### config.mk
export PLATFORM = sky130hd
export DESIGN_NAME = fma_operand_prep_flat
export DESIGN_NICKNAME = d
export VERILOG_FILES = /design/src/source/fma_pkg.sv /design/src/source/fma_operands_if.sv /design/src/source/fma_operand_prep.sv /design/src/flat_wrapper.sv
export SDC_FILE = /design/constraint.sdc
export NUM_CORES = 1
export LEC_CHECK = 0
export BUFFER_PORTS_ARGS = -buffer_cell sky130_fd_sc_hd__buf_2
export CORE_AREA = 2 2 159 161
export DETAILED_ROUTE_END_ITERATION = 10
export DIE_AREA = 0 0 161 163
export PLACE_DENSITY = 0.45
export SLEW_MARGIN = 20
export SYNTH_ARGS = -nofsm -noshare
export SYNTH_HDL_FRONTEND = slang
export SYNTH_SLANG_ARGS = --single-unit
### constraint.sdc
create_clock -name vclk -period 2.6
set_input_delay 0.52 -clock vclk [all_inputs]
set_output_delay 0.52 -clock vclk [all_outputs]
set_load 0.02 [all_outputs]
### src/source/fma_pkg.sv
/*
 * FMA package
 * Widths, operation and format encodings and the constants shared by the
 * fused multiply-add datapath
 */
package fma_pkg;

  // =========================================================================
  // Types
  // =========================================================================
  typedef logic [64:0]        fp_operand_t;    // Sign, exponent, fraction
  typedef logic [11:0]        raw_exponent_t;
  typedef logic [52:0]        mantissa_t;      // Hidden bit on top
  typedef logic signed [13:0] exponent_t;
  typedef logic [163:0]       wide_mantissa_t; // Alignment and sum lane
  typedef logic [53:0]        rnd_mantissa_t;
  typedef logic [2:0]         grs_t;
  typedef logic [7:0]         lzc_count_t;

  typedef enum logic [2:0] {
    fmadd,
    fmsub,
    fnmadd,
    fnmsub,
    fadd,
    fsub,
    fmul
  } fma_op_t;

  typedef enum logic [1:0] {
    fmt_double = 2'd0,
    fmt_single = 2'd1
  } fp_fmt_t;

  // =========================================================================
  // Constants
  // =========================================================================
  localparam exponent_t recode_offset = 14'sd2047;
  localparam exponent_t double_bias   = 14'sd1023;
  localparam exponent_t single_bias   = 14'sd127;

  // Recoded +1.0 used when add and sub are turned into fused form
  localparam fp_operand_t one_operand = {1'b0, 12'd2047, 52'd0};

  // Infinity or NaN marker in either leg
  localparam exponent_t special_exponent = 14'sh0FFF;

  localparam int align_left_limit  = 56;  // Product leg shift cap
  localparam int align_right_limit = 108; // Addend leg shift cap
  localparam int subnormal_limit   = 63;

endpackage

### src/source/fma_operands_if.sv
/*
 * Unpacked operand bundle
 * Carries the morphed and unpacked operands from preparation to the
 * special case checks and to the alignment stage
 */
interface fma_operands_if;
  import fma_pkg::*;

  logic          valid;
  fp_fmt_t       fmt;
  logic          sign_a, sign_b, sign_c;
  raw_exponent_t exponent_a, exponent_b, exponent_c;
  mantissa_t     mantissa_a, mantissa_b, mantissa_c;
  logic          quiet_a, quiet_b, quiet_c;  // Top fraction bits
  logic          sign_mul;
  logic          sign_add;

  modport source (
    output valid, fmt, sign_a, sign_b, sign_c, exponent_a, exponent_b, exponent_c,
           mantissa_a, mantissa_b, mantissa_c, quiet_a, quiet_b, quiet_c, sign_mul, sign_add
  );

  modport sink (
    input valid, fmt, sign_a, sign_b, sign_c, exponent_a, exponent_b, exponent_c,
          mantissa_a, mantissa_b, mantissa_c, quiet_a, quiet_b, quiet_c, sign_mul, sign_add
  );

endinterface

### src/source/fma_operand_prep.sv
/*
 * Operand preparation
 * Turns add, sub and mul into the fused form, unpacks the three operands
 * and works out the product and addend signs
 */
module fma_operand_prep (
  input  logic                in_valid,
  input  fma_pkg::fma_op_t    op,
  input  fma_pkg::fp_fmt_t    fmt,
  input  fma_pkg::fp_operand_t operand_a,
  input  fma_pkg::fp_operand_t operand_b,
  input  fma_pkg::fp_operand_t operand_c,
  fma_operands_if.source      operands
);
  import fma_pkg::*;

  fp_operand_t fused_b;
  fp_operand_t fused_c;
  logic        neg_add;
  logic        neg_mul;

  // Hidden bit set for any nonzero exponent
  function automatic mantissa_t unpack_mantissa(fp_operand_t value);
    return {|value[63:52], value[51:0]};
  endfunction

  always_comb begin
    fused_b = operand_b;
    fused_c = operand_c;
    if (op == fadd || op == fsub) begin
      fused_c = operand_b;   // A x 1.0 +- B
      fused_b = one_operand;
    end else if (op == fmul) begin
      fused_c = {operand_a[64] ^ operand_b[64], 64'd0};  // Signed zero addend
    end
  end

  assign neg_add = (op == fmsub) || (op == fnmadd) || (op == fsub);
  assign neg_mul = (op == fnmsub) || (op == fnmadd);

  assign operands.valid      = in_valid;
  assign operands.fmt        = fmt;
  assign operands.sign_a     = operand_a[64];
  assign operands.sign_b     = fused_b[64];
  assign operands.sign_c     = fused_c[64];
  assign operands.exponent_a = operand_a[63:52];
  assign operands.exponent_b = fused_b[63:52];
  assign operands.exponent_c = fused_c[63:52];
  assign operands.mantissa_a = unpack_mantissa(operand_a);
  assign operands.mantissa_b = unpack_mantissa(fused_b);
  assign operands.mantissa_c = unpack_mantissa(fused_c);
  assign operands.quiet_a    = operand_a[51];
  assign operands.quiet_b    = fused_b[51];
  assign operands.quiet_c    = fused_c[51];

  assign operands.sign_mul = operand_a[64] ^ fused_b[64] ^ neg_mul;
  assign operands.sign_add = fused_c[64] ^ neg_add;

endmodule

### src/flat_wrapper.sv
// flat-port wrapper written by rule: the top's interface ports become plain ports
module fma_operand_prep_flat import fma_pkg::*;
  (in_valid, op, fmt, operand_a, operand_b, operand_c, operands_valid, operands_fmt, operands_sign_a, operands_sign_b, operands_sign_c, operands_exponent_a, operands_exponent_b, operands_exponent_c, operands_mantissa_a, operands_mantissa_b, operands_mantissa_c, operands_quiet_a, operands_quiet_b, operands_quiet_c, operands_sign_mul, operands_sign_add);
  fma_operands_if operands_i ();
  input  logic in_valid;
  input  fma_pkg::fma_op_t op;
  input  fma_pkg::fp_fmt_t fmt;
  input  fma_pkg::fp_operand_t operand_a;
  input  fma_pkg::fp_operand_t operand_b;
  input  fma_pkg::fp_operand_t operand_c;
  output wire logic [$bits(operands_i.valid)-1:0] operands_valid;
  output wire logic [$bits(operands_i.fmt)-1:0] operands_fmt;
  output wire logic [$bits(operands_i.sign_a)-1:0] operands_sign_a;
  output wire logic [$bits(operands_i.sign_b)-1:0] operands_sign_b;
  output wire logic [$bits(operands_i.sign_c)-1:0] operands_sign_c;
  output wire logic [$bits(operands_i.exponent_a)-1:0] operands_exponent_a;
  output wire logic [$bits(operands_i.exponent_b)-1:0] operands_exponent_b;
  output wire logic [$bits(operands_i.exponent_c)-1:0] operands_exponent_c;
  output wire logic [$bits(operands_i.mantissa_a)-1:0] operands_mantissa_a;
  output wire logic [$bits(operands_i.mantissa_b)-1:0] operands_mantissa_b;
  output wire logic [$bits(operands_i.mantissa_c)-1:0] operands_mantissa_c;
  output wire logic [$bits(operands_i.quiet_a)-1:0] operands_quiet_a;
  output wire logic [$bits(operands_i.quiet_b)-1:0] operands_quiet_b;
  output wire logic [$bits(operands_i.quiet_c)-1:0] operands_quiet_c;
  output wire logic [$bits(operands_i.sign_mul)-1:0] operands_sign_mul;
  output wire logic [$bits(operands_i.sign_add)-1:0] operands_sign_add;
  assign operands_valid = operands_i.valid;
  assign operands_fmt = operands_i.fmt;
  assign operands_sign_a = operands_i.sign_a;
  assign operands_sign_b = operands_i.sign_b;
  assign operands_sign_c = operands_i.sign_c;
  assign operands_exponent_a = operands_i.exponent_a;
  assign operands_exponent_b = operands_i.exponent_b;
  assign operands_exponent_c = operands_i.exponent_c;
  assign operands_mantissa_a = operands_i.mantissa_a;
  assign operands_mantissa_b = operands_i.mantissa_b;
  assign operands_mantissa_c = operands_i.mantissa_c;
  assign operands_quiet_a = operands_i.quiet_a;
  assign operands_quiet_b = operands_i.quiet_b;
  assign operands_quiet_c = operands_i.quiet_c;
  assign operands_sign_mul = operands_i.sign_mul;
  assign operands_sign_add = operands_i.sign_add;
  fma_operand_prep u_core (.in_valid(in_valid), .op(op), .fmt(fmt), .operand_a(operand_a), .operand_b(operand_b), .operand_c(operand_c), .operands(operands_i));
endmodule
==> out/qor.csv <==
metric,value,unit
fin_hold_ws,1.04,ns
syn_inst,253,
final_cell_mix,"296 x buf_2, 64 x a22o_1, 53 x nor2b_1",
yosys_warnings,0,
die_w,161,µm
netlist_area,1810,µm²
instances_no_fill,793,
ys_top_cells_by_area,"a22o_1 31%, buf_4 30%, nor2b_1 19%",
drtPass1Iterations,4,
wl_per_cell,13.0,µm
yosysSeqAreaShare,0,%
grt_use_total,6.65,%
maxSlewHeadroom,60.6,%
finalPower,0.000745,W
synth_cell_type_count,24,
mostFrequentLayoutCell,buf_2,
rsz0062_at_grt,no,
drt-total-wl,10300,µm
regArea,0,µm²
diodes,0,
dp.final_hpwl,9100,µm
start_kind,input port,
initial_core_util,7.32,%
gp_congestion,0.768,
period_share,94.5,%
post-synth-top-area-cell,a22o_1,
coreArea,24700,µm²
worstPathMaxFanout,50,
nets,666,
max_clock_freq,407,MHz
synth_top_area_share,31.0,%
syn_nets,454,
cts_hold_buffers,0,
io_buffers,296,
ant_nets,0,
finalSetupTns,0,ns
first_global_vias,2311,
vias_per_cell,3.38,
cpMostUsedCell,buf_2,
grt_remaining_overflow,0,
finalSetupViolations,0,
drive_gt1_share,68.0,%
seq_cells,0,
fin_crit,2.46,ns
cp-end-kind,primary output,
maxCapViolCount,0,
drt_iter0_drc,70,
tightest_slew,0.590,ns
worst_path_max_delay_cell,nor2b_4,
vias,2677,
clkbuf_count,0,
dp.cells,793,
p_per_area,237,nW/µm²
cp_top_family,buffers and inverters,
grt_pass1_wl,13400,µm
crit_required,2.08,ns
p_leak,1.76,nW
antenna_found_initial,2,
p_seq_share,0,%
die_area,26200,µm²
hold_violations,0,
dieHeight,163,µm
p_comb_share,100.0,%
syn_to_final_growth,73.9,%
path_cells,buf_2 -> nor2b_4 -> buf_12 -> a22o_1 -> buf_2,
postCtsSetupBuffers,0,
pwr-share-clk,0,%
drcViolationCount,0,
ir_worst_vdd,0.0733,mV
drv_slew,0,
syn_area_per_cell,7.14,µm²
worstSetupPathType,in -> out,
critPathBufInv,3,
min_path_type,in -> out,
intPower,0.000302,W
cpPeakStageDelay,0.55,ns
grt_max_degree,51,
std_cell_rows,58,
ios,407,
switching_share,59.4,%
arrival,1.94,ns
outcome,"finished, final reports clean",
switchingPower,0.000443,W
cts_resized,0,
==> metrics by stage <==
| stage | worst slack [ns] | util, % | cell area, µm² |
|---|---|---|---|
| 6_report | 0.143 | 12.7 | 3140 |
| 5_1_grt | 0.00837 | 12.7 | 3140 |
| 4_1_cts | 0.105 | 12.7 | 3140 |
| 3_5_place_dp | 0.106 | 12.7 | 3140 |
| 3_3_place_gp | 0.134 | 12.7 | 3140 |
| 2_1_floorplan | 0.297 | - | 1810 |
==> final timing paths <==
path     startpoint                       to  slack (ns)  depth (start not counted)
max           op[2]  operands_mantissa_c[12]        0.14                          5
min   operand_a[24]  operands_mantissa_a[24]        1.04                          0
==> cells in the mapped netlist <==
cell type,count
or2_2,10
buf_6,2
a21oi_1,1
nand4_1,1
a21boi_1,1
clkbuf_1,10
nor2_1,5
buf_2,9
a21bo_1,1
o31ai_1,1
or4_1,3
nand3_1,2
buf_4,72
inv_1,1
nor2b_1,54
nand2_1,2
o21ai_0,1
or2_1,1
a22o_1,64
nor4_1,5
mux2i_1,2
nor3_1,1
a31oi_1,1
xnor2_1,3
==> routing by layer <==
metal	global-route usage [%]	share of wire (%)	vias to the layer above	wire length, µm
met2	12.5	49	219	5070
met1	6.37	33	1159	3390
met3	2.90	13	46	1340
met5	0	0.088	-	9
li1	-	-	1251	-
met4	2.64	4.5	2	462
==> cell families after synthesis <==
group                     Yosys count  share of synthesized area [%]
buffers and inverters              94                           36.0
AOI/OAI and AO/OA                  70                           33.3
xor gates and xnor gates            3                           1.46
muxes                               2                           1.11
and+or+nand+nor                    84                           28.1
==> cell type report <==
| cell class | instances | area (µm²) |
|---|---|---|
| Inverter | 1 | 3.75 |
| Multi-Input combinational cell | 159 | 1160 |
| Fill cell | 2884 | 21500 |
| Timing Repair Buffer | 303 | 1560 |
| Tap cell | 330 | 413 |
==> power groups by stage <==
stage	Sequential (W)	Combinational, W	Clock [W]
2_1_floorplan	0	0.000566	0
3_3_place_gp	0	0.000754	0
3_5_place_dp	0	0.000752	0
4_1_cts	0	0.000755	0
5_1_grt	0	0.000801	0
6_report	0	0.000745	0
(Power assumes the default switching activity.)
