## config.mk

```make
export PLATFORM = sky130hd
export DESIGN_NAME = fma_special_case_flat
export DESIGN_NICKNAME = d
export VERILOG_FILES = /design/src/source/fma_pkg.sv /design/src/source/fma_operands_if.sv /design/src/source/fma_special_case.sv /design/src/flat_wrapper.sv
export SDC_FILE = /design/constraint.sdc
export NUM_CORES = 1
export LEC_CHECK = 0
export BUFFER_PORTS_ARGS = -buffer_cell sky130_fd_sc_hd__buf_2
export CORE_AREA = 5 5 77 79
export DETAILED_ROUTE_END_ITERATION = 10
export DIE_AREA = 0 0 82 84
export PLACE_DENSITY = 0.68
export SETUP_SLACK_MARGIN = 0.4
export SYNTH_ARGS = -nofsm -noshare
export SYNTH_HDL_FRONTEND = slang
export SYNTH_SLANG_ARGS = --single-unit
```

## constraint.sdc

```tcl
create_clock -name vclk -period 4.4
set_input_delay 0.66 -clock vclk [all_inputs]
set_output_delay 0.66 -clock vclk [all_outputs]
set_load 0.02 [all_outputs]
```

## src/source/fma_pkg.sv

```systemverilog
/*
 * FMA package
 * Widths, operation and format encodings and the constants shared by the
 * fused multiply-add datapath
 */
package fma_pkg;

  // =========================================================================
  // Types
  // =========================================================================
  typedef logic [64:0]        fp_operand_t;    // Sign, exponent, fraction
  typedef logic [11:0]        raw_exponent_t;
  typedef logic [52:0]        mantissa_t;      // Hidden bit on top
  typedef logic signed [13:0] exponent_t;
  typedef logic [163:0]       wide_mantissa_t; // Alignment and sum lane
  typedef logic [53:0]        rnd_mantissa_t;
  typedef logic [2:0]         grs_t;
  typedef logic [7:0]         lzc_count_t;

  typedef enum logic [2:0] {
    fmadd,
    fmsub,
    fnmadd,
    fnmsub,
    fadd,
    fsub,
    fmul
  } fma_op_t;

  typedef enum logic [1:0] {
    fmt_double = 2'd0,
    fmt_single = 2'd1
  } fp_fmt_t;

  // =========================================================================
  // Constants
  // =========================================================================
  localparam exponent_t recode_offset = 14'sd2047;
  localparam exponent_t double_bias   = 14'sd1023;
  localparam exponent_t single_bias   = 14'sd127;

  // Recoded +1.0 used when add and sub are turned into fused form
  localparam fp_operand_t one_operand = {1'b0, 12'd2047, 52'd0};

  // Infinity or NaN marker in either leg
  localparam exponent_t special_exponent = 14'sh0FFF;

  localparam int align_left_limit  = 56;  // Product leg shift cap
  localparam int align_right_limit = 108; // Addend leg shift cap
  localparam int subnormal_limit   = 63;

endpackage

```

## src/source/fma_operands_if.sv

```systemverilog
/*
 * Unpacked operand bundle
 * Carries the morphed and unpacked operands from preparation to the
 * special case checks and to the alignment stage
 */
interface fma_operands_if;
  import fma_pkg::*;

  logic          valid;
  fp_fmt_t       fmt;
  logic          sign_a, sign_b, sign_c;
  raw_exponent_t exponent_a, exponent_b, exponent_c;
  mantissa_t     mantissa_a, mantissa_b, mantissa_c;
  logic          quiet_a, quiet_b, quiet_c;  // Top fraction bits
  logic          sign_mul;
  logic          sign_add;

  modport source (
    output valid, fmt, sign_a, sign_b, sign_c, exponent_a, exponent_b, exponent_c,
           mantissa_a, mantissa_b, mantissa_c, quiet_a, quiet_b, quiet_c, sign_mul, sign_add
  );

  modport sink (
    input valid, fmt, sign_a, sign_b, sign_c, exponent_a, exponent_b, exponent_c,
          mantissa_a, mantissa_b, mantissa_c, quiet_a, quiet_b, quiet_c, sign_mul, sign_add
  );

endinterface

```

## src/source/fma_special_case.sv

```systemverilog
/*
 * Special case detection
 * Classifies the three operands and raises the exception flag of the first
 * matching rule
 */
module fma_special_case (
  fma_operands_if.sink operands,
  output logic         flag_snan,
  output logic         flag_qnan,
  output logic         flag_infs
);
  import fma_pkg::*;

  logic inf_a, snan_a, qnan_a, zero_a;
  logic inf_b, snan_b, qnan_b, zero_b;
  logic inf_c, snan_c, qnan_c;

  // Returns {infinity, signalling NaN, quiet NaN}
  function automatic logic [2:0] classify(raw_exponent_t exponent, mantissa_t mantissa,
                                          logic quiet);
    logic max_exponent;
    logic fraction_zero;
    max_exponent  = (exponent == special_exponent[11:0]);
    fraction_zero = (mantissa[51:0] == '0);
    return {max_exponent & fraction_zero, max_exponent & ~fraction_zero & ~quiet,
            max_exponent & ~fraction_zero & quiet};
  endfunction

  // Exponent and fraction both zero
  function automatic logic is_zero(raw_exponent_t exponent, mantissa_t mantissa);
    return (exponent == '0) && (mantissa[51:0] == '0);
  endfunction

  assign {inf_a, snan_a, qnan_a} =
    classify(operands.exponent_a, operands.mantissa_a, operands.quiet_a);
  assign {inf_b, snan_b, qnan_b} =
    classify(operands.exponent_b, operands.mantissa_b, operands.quiet_b);
  assign {inf_c, snan_c, qnan_c} =
    classify(operands.exponent_c, operands.mantissa_c, operands.quiet_c);

  assign zero_a = is_zero(operands.exponent_a, operands.mantissa_a);
  assign zero_b = is_zero(operands.exponent_b, operands.mantissa_b);

  always_comb begin
    flag_snan = 1'b0;
    flag_qnan = 1'b0;
    flag_infs = 1'b0;
    if (snan_a | snan_b | snan_c) begin
      flag_snan = 1'b1;
    end else if ((inf_a & zero_b) | (inf_b & zero_a)) begin
      flag_snan = 1'b1;                       // Infinity times zero
    end else if (qnan_a | qnan_b | qnan_c) begin
      flag_qnan = 1'b1;
    end else if ((inf_a | inf_b) & inf_c & (operands.sign_add != operands.sign_mul)) begin
      flag_snan = 1'b1;                       // Infinity minus infinity
    end else if (inf_a | inf_b | inf_c) begin
      flag_infs = 1'b1;
    end
  end

endmodule

```

## src/flat_wrapper.sv

```systemverilog
// flat-port wrapper written by rule: the top's interface ports become plain ports
module fma_special_case_flat import fma_pkg::*;
  (flag_snan, flag_qnan, flag_infs, operands_valid, operands_fmt, operands_sign_a, operands_sign_b, operands_sign_c, operands_exponent_a, operands_exponent_b, operands_exponent_c, operands_mantissa_a, operands_mantissa_b, operands_mantissa_c, operands_quiet_a, operands_quiet_b, operands_quiet_c, operands_sign_mul, operands_sign_add);
  fma_operands_if operands_i ();
  output logic flag_snan;
  output logic flag_qnan;
  output logic flag_infs;
  input wire logic [$bits(operands_i.valid)-1:0] operands_valid;
  input wire logic [$bits(operands_i.fmt)-1:0] operands_fmt;
  input wire logic [$bits(operands_i.sign_a)-1:0] operands_sign_a;
  input wire logic [$bits(operands_i.sign_b)-1:0] operands_sign_b;
  input wire logic [$bits(operands_i.sign_c)-1:0] operands_sign_c;
  input wire logic [$bits(operands_i.exponent_a)-1:0] operands_exponent_a;
  input wire logic [$bits(operands_i.exponent_b)-1:0] operands_exponent_b;
  input wire logic [$bits(operands_i.exponent_c)-1:0] operands_exponent_c;
  input wire logic [$bits(operands_i.mantissa_a)-1:0] operands_mantissa_a;
  input wire logic [$bits(operands_i.mantissa_b)-1:0] operands_mantissa_b;
  input wire logic [$bits(operands_i.mantissa_c)-1:0] operands_mantissa_c;
  input wire logic [$bits(operands_i.quiet_a)-1:0] operands_quiet_a;
  input wire logic [$bits(operands_i.quiet_b)-1:0] operands_quiet_b;
  input wire logic [$bits(operands_i.quiet_c)-1:0] operands_quiet_c;
  input wire logic [$bits(operands_i.sign_mul)-1:0] operands_sign_mul;
  input wire logic [$bits(operands_i.sign_add)-1:0] operands_sign_add;
  assign operands_i.valid = operands_valid;
  assign operands_i.fmt = operands_fmt;
  assign operands_i.sign_a = operands_sign_a;
  assign operands_i.sign_b = operands_sign_b;
  assign operands_i.sign_c = operands_sign_c;
  assign operands_i.exponent_a = operands_exponent_a;
  assign operands_i.exponent_b = operands_exponent_b;
  assign operands_i.exponent_c = operands_exponent_c;
  assign operands_i.mantissa_a = operands_mantissa_a;
  assign operands_i.mantissa_b = operands_mantissa_b;
  assign operands_i.mantissa_c = operands_mantissa_c;
  assign operands_i.quiet_a = operands_quiet_a;
  assign operands_i.quiet_b = operands_quiet_b;
  assign operands_i.quiet_c = operands_quiet_c;
  assign operands_i.sign_mul = operands_sign_mul;
  assign operands_i.sign_add = operands_sign_add;
  fma_special_case u_core (.operands(operands_i), .flag_snan(flag_snan), .flag_qnan(flag_qnan), .flag_infs(flag_infs));
endmodule
```

==> run_summary.xml, run 1 <==
<?xml version="1.0" encoding="UTF-8"?>
<metrics>
  <group name="die">
    <metric name="fp.dieH" unit="um">84</metric>
    <metric name="start_util" unit="%">11.8</metric>
    <metric name="die_width" unit="um">82</metric>
    <metric name="io-pin-count" unit="">209</metric>
    <metric name="core_region_area" unit="um^2">5270</metric>
    <metric name="floorplan.die_area" unit="um^2">6890</metric>
    <metric name="fp-row-count" unit="">27</metric>
  </group>
  <group name="grt">
    <metric name="global_route.usage.total" unit="%">12.9</metric>
    <metric name="first_global_vias" unit="">1817</metric>
    <metric name="grt_pass1_wl" unit="um">7410</metric>
    <metric name="antenna_found_initial" unit="">0</metric>
    <metric name="overflow" unit="">0</metric>
    <metric name="largest_net_degree_at_the_start_of_global_routing" unit="">5</metric>
  </group>
  <group name="route">
    <metric name="wirelength" unit="um">4860</metric>
    <metric name="number_of_violations_reported_at_the_end_of_detailed_routing_iteration_0" unit="">23</metric>
    <metric name="first_pass_iters" unit="">4</metric>
    <metric name="drt-vias-per-instance" unit="">4.55</metric>
    <metric name="wl_per_cell" unit="um">13.2</metric>
    <metric name="final_antenna_net_count" unit="">0</metric>
    <metric name="remaining_drc_errors" unit="">0</metric>
    <metric name="routed_via_count" unit="">1673</metric>
  </group>
  <group name="sta">
    <metric name="finalWorstSetupSlack" unit="ns">0.963</metric>
    <metric name="final_max_slew_viol_count" unit="">0</metric>
    <metric name="fin_setup_tns" unit="ns">0</metric>
    <metric name="slew-limit-headroom" unit="%">57.7</metric>
    <metric name="fin_crit_sh" unit="%">78.1</metric>
    <metric name="clock.fmax" unit="MHz">291</metric>
    <metric name="max_slew.worst_pin.slew" unit="ns">0.629</metric>
    <metric name="timing.final.setup_violations" unit="">0</metric>
    <metric name="post-route-min-period" unit="ns">3.44</metric>
    <metric name="rsz0062_at_grt" unit="">no</metric>
    <metric name="finalHoldViolations" unit="">0</metric>
  </group>
  <group name="clock_tree">
    <metric name="post_cts.repair.setup_buffers" unit="">0</metric>
    <metric name="cts_hold_repair.buffers" unit="">0</metric>
    <metric name="post_cts_resized" unit="">0</metric>
  </group>
  <group name="layout">
    <metric name="seq_cell_count" unit="">0</metric>
    <metric name="antenna-diode-count" unit="">0</metric>
    <metric name="final_cells" unit="">368</metric>
    <metric name="final_common_cell" unit="">buf_2</metric>
    <metric name="number_of_clock_buffers_in_the_layout" unit="">0</metric>
    <metric name="nNetsFinal" unit="">504</metric>
    <metric name="highest_count_cells_in_the_layout_ignoring_fill_and_taps" unit="">buf_2, nor4_1, nand4_1</metric>
    <metric name="sequential_cell_area" unit="um^2">0</metric>
    <metric name="layout_cells_sized_above_1" unit="%">69.3</metric>
    <metric name="postLayoutCoreUtil" unit="%">32.5</metric>
    <metric name="area_growth_from_synthesis_to_layout" unit="%">175</metric>
  </group>
  <group name="power">
    <metric name="pwr-share-clk" unit="%">0</metric>
    <metric name="irDropWorstVdd" unit="uV">34.0</metric>
    <metric name="power_report.internal_total" unit="uW">67.3</metric>
    <metric name="power.density" unit="nW/um^2">58.6</metric>
    <metric name="comb_power_share" unit="%">100.0</metric>
    <metric name="power.leakage" unit="uW">0.000914</metric>
    <metric name="seqPwrFrac" unit="%">0</metric>
    <metric name="total_switching_power" unit="uW">33.0</metric>
    <metric name="p_sw_share" unit="%">32.9</metric>
  </group>
  <group name="synthesis">
    <metric name="synthesis.area_per_instance" unit="um^2">6.48</metric>
    <metric name="yosysWarningCount" unit="">0</metric>
    <metric name="synth.cell_area" unit="um^2">622</metric>
    <metric name="synth_cells" unit="">96</metric>
    <metric name="synth_sequential_area_ratio" unit="%">0</metric>
    <metric name="distinct_cells_synth" unit="">21</metric>
    <metric name="post_synthesis_net_count" unit="">302</metric>
  </group>
  <group name="placement">
    <metric name="finalWeightedCongestion" unit="">0.813</metric>
    <metric name="dp_worst_setup_slack" unit="ns">0.832</metric>
    <metric name="dp_hpwl" unit="um">4760</metric>
    <metric name="portBuffers" unit="">200</metric>
    <metric name="place_inst" unit="">368</metric>
  </group>
  <group name="status">
    <metric name="result_of_the_run" unit="">complete, no violations</metric>
  </group>
  <group name="critical_path">
    <metric name="timing.critical_path.cells" unit="">buf_2 &gt; nor4_1 &gt; nand4_1 &gt; nor4_1 &gt; nor2_1 &gt; or4_1 &gt; nor4_2 &gt; buf_2</metric>
    <metric name="crit_path_end" unit="">flag_infs</metric>
    <metric name="cp_data_arrival_time" unit="ns">2.78</metric>
    <metric name="cp-start-kind" unit="">primary input</metric>
    <metric name="crit_path_max_incr_delay" unit="ns">0.61</metric>
    <metric name="end_kind" unit="">output port</metric>
    <metric name="crit_fanout" unit="">4</metric>
    <metric name="worst_ep_required_time" unit="ns">3.74</metric>
    <metric name="startpoint" unit="">operands_mantissa_c[0]</metric>
    <metric name="path_class" unit="">in -&gt; out</metric>
    <metric name="critical_path.slowest_cell" unit="">nor4_1</metric>
  </group>
  <group name="flow_run">
    <metric name="max_cap_violations" unit="">0</metric>
  </group>
  <group name="min_path">
    <metric name="hp-class" unit="">in -&gt; out</metric>
  </group>
</metrics>
## cells in the mapped netlist
cell,number,share of area [%]
o22ai_1,1,1.0
or3_1,3,3.0
o32ai_1,1,1.4
nand3_1,6,4.8
or4_1,1,1.2
nor3b_1,2,2.4
mux2i_1,1,1.6
nor3_1,3,2.4
inv_1,2,1.2
nor4_2,3,6.0
o31ai_1,1,1.2
nand2_1,4,2.4
xor2_1,1,1.4
nand2b_1,1,1.0
and3_2,1,1.2
nor4_4,1,3.4
nor4_1,45,45
a22oi_1,1,1.2
nor2_1,1,0.60
and2_1,2,2.0
nand4_1,15,15
## layout make-up
cell class                      count  area (um^2)
Fill cell                         613         3560
Timing Repair Buffer              200         1000
Multi-Input combinational cell     94          614
Tap cell                           72         90.1
Inverter                            2         7.51
## per-layer routing
metal | track usage [%] | up-vias | share of wire (%)
li1 | - | 844 | -
met5 | 0 | - | 0
met4 | 1.96 | 0 | 1.2
met1 | 14.7 | 755 | 36
met2 | 25.2 | 68 | 57
met3 | 1.51 | 6 | 5.9
## power groups by stage
stage / registers, uW / logic [uW] / clock network (uW)
CTS: 0 / 101 / 0
finish: 0 / 100 / 0
floorplan: 0 / 9.91 / 0
global route: 0 / 112 / 0
global placement: 0 / 98.6 / 0
detailed placement: 0 / 101 / 0
## cell families (layout without fill, tap and decap cells)
group / Yosys count / in the layout / synth area share (%)
and+or+nand+nor: 88 / 88 / 90.9
buffers and inverters: 2 / 202 / 1.21
muxes: 1 / 1 / 1.61
xor gates and xnor gates: 1 / 1 / 1.41
AOI/OAI and AO/OA: 4 / 4 / 4.83
## per-stage QoR
stage | total power [uW] | area [um^2] | hold slack, ns
CTS | 101 | 1710 | 1.80
global route | 112 | 1710 | 1.83
detailed placement | 101 | 1710 | 1.80
finish | 100 | 1710 | 1.79
floorplan | 9.91 | 622 | 1.59
global placement | 98.6 | 1710 | 1.81
## worst min-delay path by stage
| stage | startpoint | to | depth (start not counted) |
|---|---|---|---|
| global placement | operands_sign_add | flag_snan | 5 |
| detailed placement | operands_sign_add | flag_snan | 5 |
| CTS | operands_sign_add | flag_snan | 5 |
| floorplan | operands_sign_add | flag_snan | 3 |
| global route | operands_sign_add | flag_snan | 5 |
| finish | operands_sign_add | flag_snan | 5 |
## worst max-delay path, delay by kind of cell
| family | cells | cell delay [ns] |
|---|---|---|
| buffers and inverters | 2 | 0.31 |
| AND/OR/NAND/NOR | 6 | 1.81 |
No activity file was read; power rests on OpenSTA's default activity.
==> run 2, diff against run 1 <==
Settings changed: CORE_AREA 5 5 77 79 to 5 5 79 81, DIE_AREA 0 0 82 84 to 0 0 84 86, PLACE_DENSITY 0.68 to 0.65.
Clock period 4.4 ns to 3.5 ns, I/O delays scaled along.
==> run 2 against run 1 <==
Worst setup slack got worse by 0.52 ns. Die area rose by 4.9%. Total power rose by 51%. Via count rose by 1.4%. Final area rose by 15%. First-iteration DRC count rose by 4.3%. Core utilization rose by 3.9 points. Sequential share of layout area did not move. Count of clock-buffer cells in the layout did not move. Global-route usage barely moved.
==> run_summary.xml, run 2 (synthesized netlist as in run 1, its figures left out) <==
<?xml version="1.0" encoding="UTF-8"?>
<metrics>
  <group name="power">
    <metric name="power.density" unit="nW/um^2">76.9</metric>
    <metric name="power.leakage" unit="uW">0.000968</metric>
    <metric name="irDropWorstVdd" unit="uV">43.1</metric>
  </group>
  <group name="sta">
    <metric name="fin_setup_tns" unit="ns">0</metric>
    <metric name="finalHoldViolations" unit="">0</metric>
    <metric name="max_slew.worst_pin.slew" unit="ns">0.485</metric>
    <metric name="rsz0062_at_grt" unit="">yes</metric>
    <metric name="timing.final.setup_violations" unit="">0</metric>
    <metric name="slew-limit-headroom" unit="%">67.5</metric>
    <metric name="post-route-min-period" unit="ns">3.06</metric>
    <metric name="clock.fmax" unit="MHz">327</metric>
    <metric name="final_max_slew_viol_count" unit="">0</metric>
    <metric name="fin_crit_sh" unit="%">87.5</metric>
  </group>
  <group name="grt">
    <metric name="largest_net_degree_at_the_start_of_global_routing" unit="">5</metric>
    <metric name="overflow" unit="">0</metric>
    <metric name="global_route.usage.total" unit="%">12.9</metric>
    <metric name="antenna_found_initial" unit="">0</metric>
    <metric name="first_global_vias" unit="">1853</metric>
    <metric name="grt_pass1_wl" unit="um">7960</metric>
  </group>
  <group name="layout">
    <metric name="layout_cells_sized_above_1" unit="%">77.5</metric>
    <metric name="nNetsFinal" unit="">506</metric>
    <metric name="antenna-diode-count" unit="">0</metric>
    <metric name="fin_area" unit="um^2">1970</metric>
    <metric name="seq_cell_count" unit="">0</metric>
    <metric name="highest_count_cells_in_the_layout_ignoring_fill_and_taps" unit="">buf_2, nor4_1, nand4_1</metric>
    <metric name="area_growth_from_synthesis_to_layout" unit="%">216</metric>
    <metric name="footprint_of_the_multi_input_gates" unit="um^2">820</metric>
    <metric name="final_common_cell" unit="">buf_2</metric>
    <metric name="final_cells" unit="">370</metric>
    <metric name="sequential_cell_area" unit="um^2">0</metric>
    <metric name="nFillCells" unit="">614</metric>
    <metric name="number_of_clock_buffers_in_the_layout" unit="">0</metric>
  </group>
  <group name="route">
    <metric name="number_of_violations_reported_at_the_end_of_detailed_routing_iteration_0" unit="">24</metric>
    <metric name="first_pass_iters" unit="">4</metric>
    <metric name="final_antenna_net_count" unit="">0</metric>
    <metric name="routed_via_count" unit="">1697</metric>
    <metric name="wl_per_cell" unit="um">15.7</metric>
    <metric name="wirelength" unit="um">5810</metric>
    <metric name="remaining_drc_errors" unit="">0</metric>
    <metric name="drt-vias-per-instance" unit="">4.59</metric>
  </group>
  <group name="critical_path">
    <metric name="cp_data_arrival_time" unit="ns">2.54</metric>
    <metric name="path_class" unit="">in -&gt; out</metric>
    <metric name="crit_fanout" unit="">4</metric>
    <metric name="worst_ep_required_time" unit="ns">2.97</metric>
    <metric name="end_kind" unit="">output port</metric>
    <metric name="cp-start-kind" unit="">primary input</metric>
  </group>
  <group name="min_path">
    <metric name="hp-class" unit="">in -&gt; out</metric>
  </group>
  <group name="placement">
    <metric name="finalWeightedCongestion" unit="">0.871</metric>
    <metric name="dpl-instance-area" unit="um^2">1720</metric>
    <metric name="dp_hpwl" unit="um">5050</metric>
    <metric name="portBuffers" unit="">200</metric>
    <metric name="place_inst" unit="">369</metric>
  </group>
  <group name="die">
    <metric name="start_util" unit="%">11.5</metric>
    <metric name="floorplan.die_area" unit="um^2">7220</metric>
    <metric name="core_region_area" unit="um^2">5410</metric>
    <metric name="fp.dieH" unit="um">86</metric>
    <metric name="fp-row-count" unit="">27</metric>
    <metric name="die_width" unit="um">84</metric>
    <metric name="io-pin-count" unit="">209</metric>
  </group>
  <group name="clock_tree">
    <metric name="cts_hold_repair.buffers" unit="">0</metric>
  </group>
  <group name="status">
    <metric name="result_of_the_run" unit="">complete, no violations</metric>
  </group>
  <group name="flow_run">
    <metric name="max_cap_violations" unit="">0</metric>
  </group>
</metrics>
==> run 2: critical path, cell delays in order <==
cell,delay (ns)
buf_2,0.10
nor4_2,0.27
nand4_1,0.18
nor4_2,0.28
buf_4,0.18
nor2_4,0.03
or4_4,0.54
nor4_4,0.25
buf_4,0.18
==> run 2: cell type report <==
class              instances  share of cell area, %
well taps                 72                   4.58
inverters                  2                  0.382
multi-input cells         94                   41.7
repair buffers           202                   53.4
==> run 2: repair_timing <==
action	in CTS	in global routing
endpoints found under the setup margin	0	2
setup buffers	0	1
gates resized for setup	0	38
==> run 2: path summary, 6_finish.rpt <==
kind / from / endpoint / slack [ns] / depth (start not counted)
max: operands_mantissa_c[0] / flag_infs / 0.44 / 9
min: operands_sign_add / flag_snan / 1.56 / 5
==> run 2: per-layer routing <==
layer	up-vias	wire length (um)	share of wire [%]	GRT usage (%)
li1	847	-	-	-
met1	773	1980	34	15.0
met2	71	3470	60	26.8
met3	6	290	5.0	0.961
met4	0	66	1.1	0.731
met5	-	0	0	0
==> run 2: where the power goes <==
part / internal [uW] / leakage, uW / switching, uW
clock network: 0 / 0 / 0
registers: 0 / 0 / 0
logic: 92.8 / 0.000968 / 58.4
==> run 2: metrics by stage <==
step	setup WS (ns)	hold WS, ns	power [uW]	utilization, %
3_3_place_gp	0.403	1.58	126	31.8
6_report	0.439	1.56	151	36.4
4_1_cts	0.446	1.58	129	31.8
3_5_place_dp	0.452	1.58	129	31.8
5_1_grt	0.296	1.60	165	36.4
2_1_floorplan	0.633	1.32	12.5	-
==> run 3, diff against run 2 <==
Settings changed: PLACE_DENSITY 0.65 to 0.63.
==> run 3 against run 2 <==
First-iteration DRC count grew 21%. Flip-flop and latch count unchanged. Sequential share of layout area did not move. Core utilization decreased by 3.5 points. Wire length shrank 15%. Die area unchanged. Final area fell by 9.7%. Global-route usage shrank 1.3 points. Non-clock buffer count is the same. Hold slack worse by 0.032 ns. Critical path type unchanged. Largest cell class unchanged. Highest routed layer unchanged.
==> run_summary.xml, run 3 (synthesized netlist as in run 1, its figures left out) <==
<?xml version="1.0" encoding="UTF-8"?>
<metrics>
  <group name="power">
    <metric name="power.density" unit="nW/um^2">72.1</metric>
    <metric name="irDropWorstVdd" unit="uV">32.8</metric>
    <metric name="power.leakage" unit="uW">0.000947</metric>
    <metric name="comb_power_share" unit="%">100.0</metric>
    <metric name="seqPwrFrac" unit="%">0</metric>
    <metric name="p_sw_share" unit="%">33.6</metric>
    <metric name="total_switching_power" unit="uW">43.0</metric>
    <metric name="power_report.internal_total" unit="uW">85.1</metric>
    <metric name="pwr-share-clk" unit="%">0</metric>
  </group>
  <group name="min_path">
    <metric name="hp-class" unit="">in -&gt; out</metric>
  </group>
  <group name="layout">
    <metric name="layout_cells_sized_above_1" unit="%">71.5</metric>
    <metric name="sequential_cell_area" unit="um^2">0</metric>
    <metric name="highest_count_cells_in_the_layout_ignoring_fill_and_taps" unit="">buf_2, nor4_1, nand4_1</metric>
    <metric name="nFillCells" unit="">599</metric>
    <metric name="final_common_cell" unit="">buf_2</metric>
    <metric name="area_growth_from_synthesis_to_layout" unit="%">186</metric>
    <metric name="postLayoutCoreUtil" unit="%">32.9</metric>
    <metric name="number_of_clock_buffers_in_the_layout" unit="">0</metric>
    <metric name="nNetsFinal" unit="">506</metric>
    <metric name="antenna-diode-count" unit="">0</metric>
    <metric name="seq_cell_count" unit="">0</metric>
  </group>
  <group name="sta">
    <metric name="clock.fmax" unit="MHz">338</metric>
    <metric name="timing.final.setup_violations" unit="">0</metric>
    <metric name="post-route-min-period" unit="ns">2.96</metric>
    <metric name="fin_setup_tns" unit="ns">0</metric>
    <metric name="rsz0062_at_grt" unit="">yes</metric>
    <metric name="worst_hold_slack" unit="ns">1.52</metric>
    <metric name="max_slew.worst_pin.slew" unit="ns">0.436</metric>
    <metric name="finalHoldViolations" unit="">0</metric>
    <metric name="slew-limit-headroom" unit="%">70.7</metric>
    <metric name="final_max_slew_viol_count" unit="">0</metric>
    <metric name="finalWorstSetupSlack" unit="ns">0.540</metric>
    <metric name="fin_crit_sh" unit="%">84.6</metric>
  </group>
  <group name="route">
    <metric name="drt-vias-per-instance" unit="">4.45</metric>
    <metric name="number_of_violations_reported_at_the_end_of_detailed_routing_iteration_0" unit="">29</metric>
    <metric name="wl_per_cell" unit="um">13.4</metric>
    <metric name="remaining_drc_errors" unit="">0</metric>
    <metric name="wirelength" unit="um">4950</metric>
    <metric name="final_antenna_net_count" unit="">0</metric>
    <metric name="first_pass_iters" unit="">6</metric>
    <metric name="routed_via_count" unit="">1647</metric>
  </group>
  <group name="die">
    <metric name="die_width" unit="um">84</metric>
    <metric name="floorplan.die_area" unit="um^2">7220</metric>
    <metric name="fp-row-count" unit="">27</metric>
    <metric name="start_util" unit="%">11.5</metric>
    <metric name="core_region_area" unit="um^2">5410</metric>
    <metric name="fp.dieH" unit="um">86</metric>
    <metric name="io-pin-count" unit="">209</metric>
  </group>
  <group name="placement">
    <metric name="dp_worst_setup_slack" unit="ns">0.411</metric>
    <metric name="finalWeightedCongestion" unit="">0.887</metric>
    <metric name="portBuffers" unit="">200</metric>
    <metric name="dp_hpwl" unit="um">4660</metric>
  </group>
  <group name="critical_path">
    <metric name="cp-start-kind" unit="">primary input</metric>
    <metric name="crit_fanout" unit="">3</metric>
    <metric name="cp_data_arrival_time" unit="ns">2.43</metric>
    <metric name="worst_ep_required_time" unit="ns">2.97</metric>
    <metric name="path_class" unit="">in -&gt; out</metric>
    <metric name="end_kind" unit="">output port</metric>
  </group>
  <group name="flow_run">
    <metric name="max_cap_violations" unit="">0</metric>
  </group>
  <group name="grt">
    <metric name="globalRouteMet3Util" unit="%">2.31</metric>
    <metric name="grt_pass1_wl" unit="um">7310</metric>
    <metric name="antenna_found_initial" unit="">0</metric>
    <metric name="busiest_layer" unit="">met2</metric>
    <metric name="use_met1" unit="%">13.9</metric>
    <metric name="overflow" unit="">0</metric>
    <metric name="met2_usage" unit="%">22.5</metric>
    <metric name="first_global_vias" unit="">1706</metric>
    <metric name="global_route.usage.total" unit="%">11.6</metric>
    <metric name="largest_net_degree_at_the_start_of_global_routing" unit="">5</metric>
  </group>
  <group name="clock_tree">
    <metric name="cts_hold_repair.buffers" unit="">0</metric>
  </group>
  <group name="status">
    <metric name="result_of_the_run" unit="">complete, no violations</metric>
  </group>
</metrics>
==> run 3: cell counts in the layout (fill, tap and decap cells not counted) <==
Identical to the previous run, type by type.
==> run 3: final timing paths <==
| check | from | to | slack [ns] | cells past startpoint |
|---|---|---|---|---|
| max | operands_mantissa_b[31] | flag_infs | 0.54 | 8 |
| min | operands_sign_add | flag_snan | 1.52 | 5 |
==> run 3: routing by layer <==
metal	up-vias	share of wire (%)
met1	699	36
met2	99	54
li1	847	-
met3	2	10
met4	0	0.30
met5	-	0
==> run 3: critical path: stages <==
cell     delay, ns
buf_2         0.10
nor4_2        0.27
nand3_1       0.17
nor4_4        0.38
nor3b_1       0.11
or4_1         0.53
nor4_2        0.16
buf_4         0.19
==> run 3: area by class of cell <==
class / count / area [um^2] / area share [%]
inverter: 2 / 7.51 / 0.423
multi-input combinational: 94 / 658 / 37.0
tap: 72 / 90.1 / 5.07
timing repair buffer: 202 / 1020 / 57.5
==> run 3: timing repair <==
item / CTS / global route
gates resized for setup: 1 / 8
buffers inserted: 0 / 1
pin swaps: 0 / 4
setup endpoints to repair: 1 / 2
==> run 3: through the flow <==
step                      area [um^2]  std cells  total power (uW)
final                            1780        370               128
after global routing             1780        370               142
after CTS                        1730        369               126
after detailed placement         1720        369               126
after global placement           1720        369               124
after floorplan                   622         96              12.5
==> run 3: power groups by stage <==
stage | Sequential, uW | Combinational (uW) | Clock, uW
floorplan | 0 | 12.5 | 0
global placement | 0 | 124 | 0
detailed placement | 0 | 126 | 0
CTS | 0 | 126 | 0
global route | 0 | 142 | 0
finish | 0 | 128 | 0
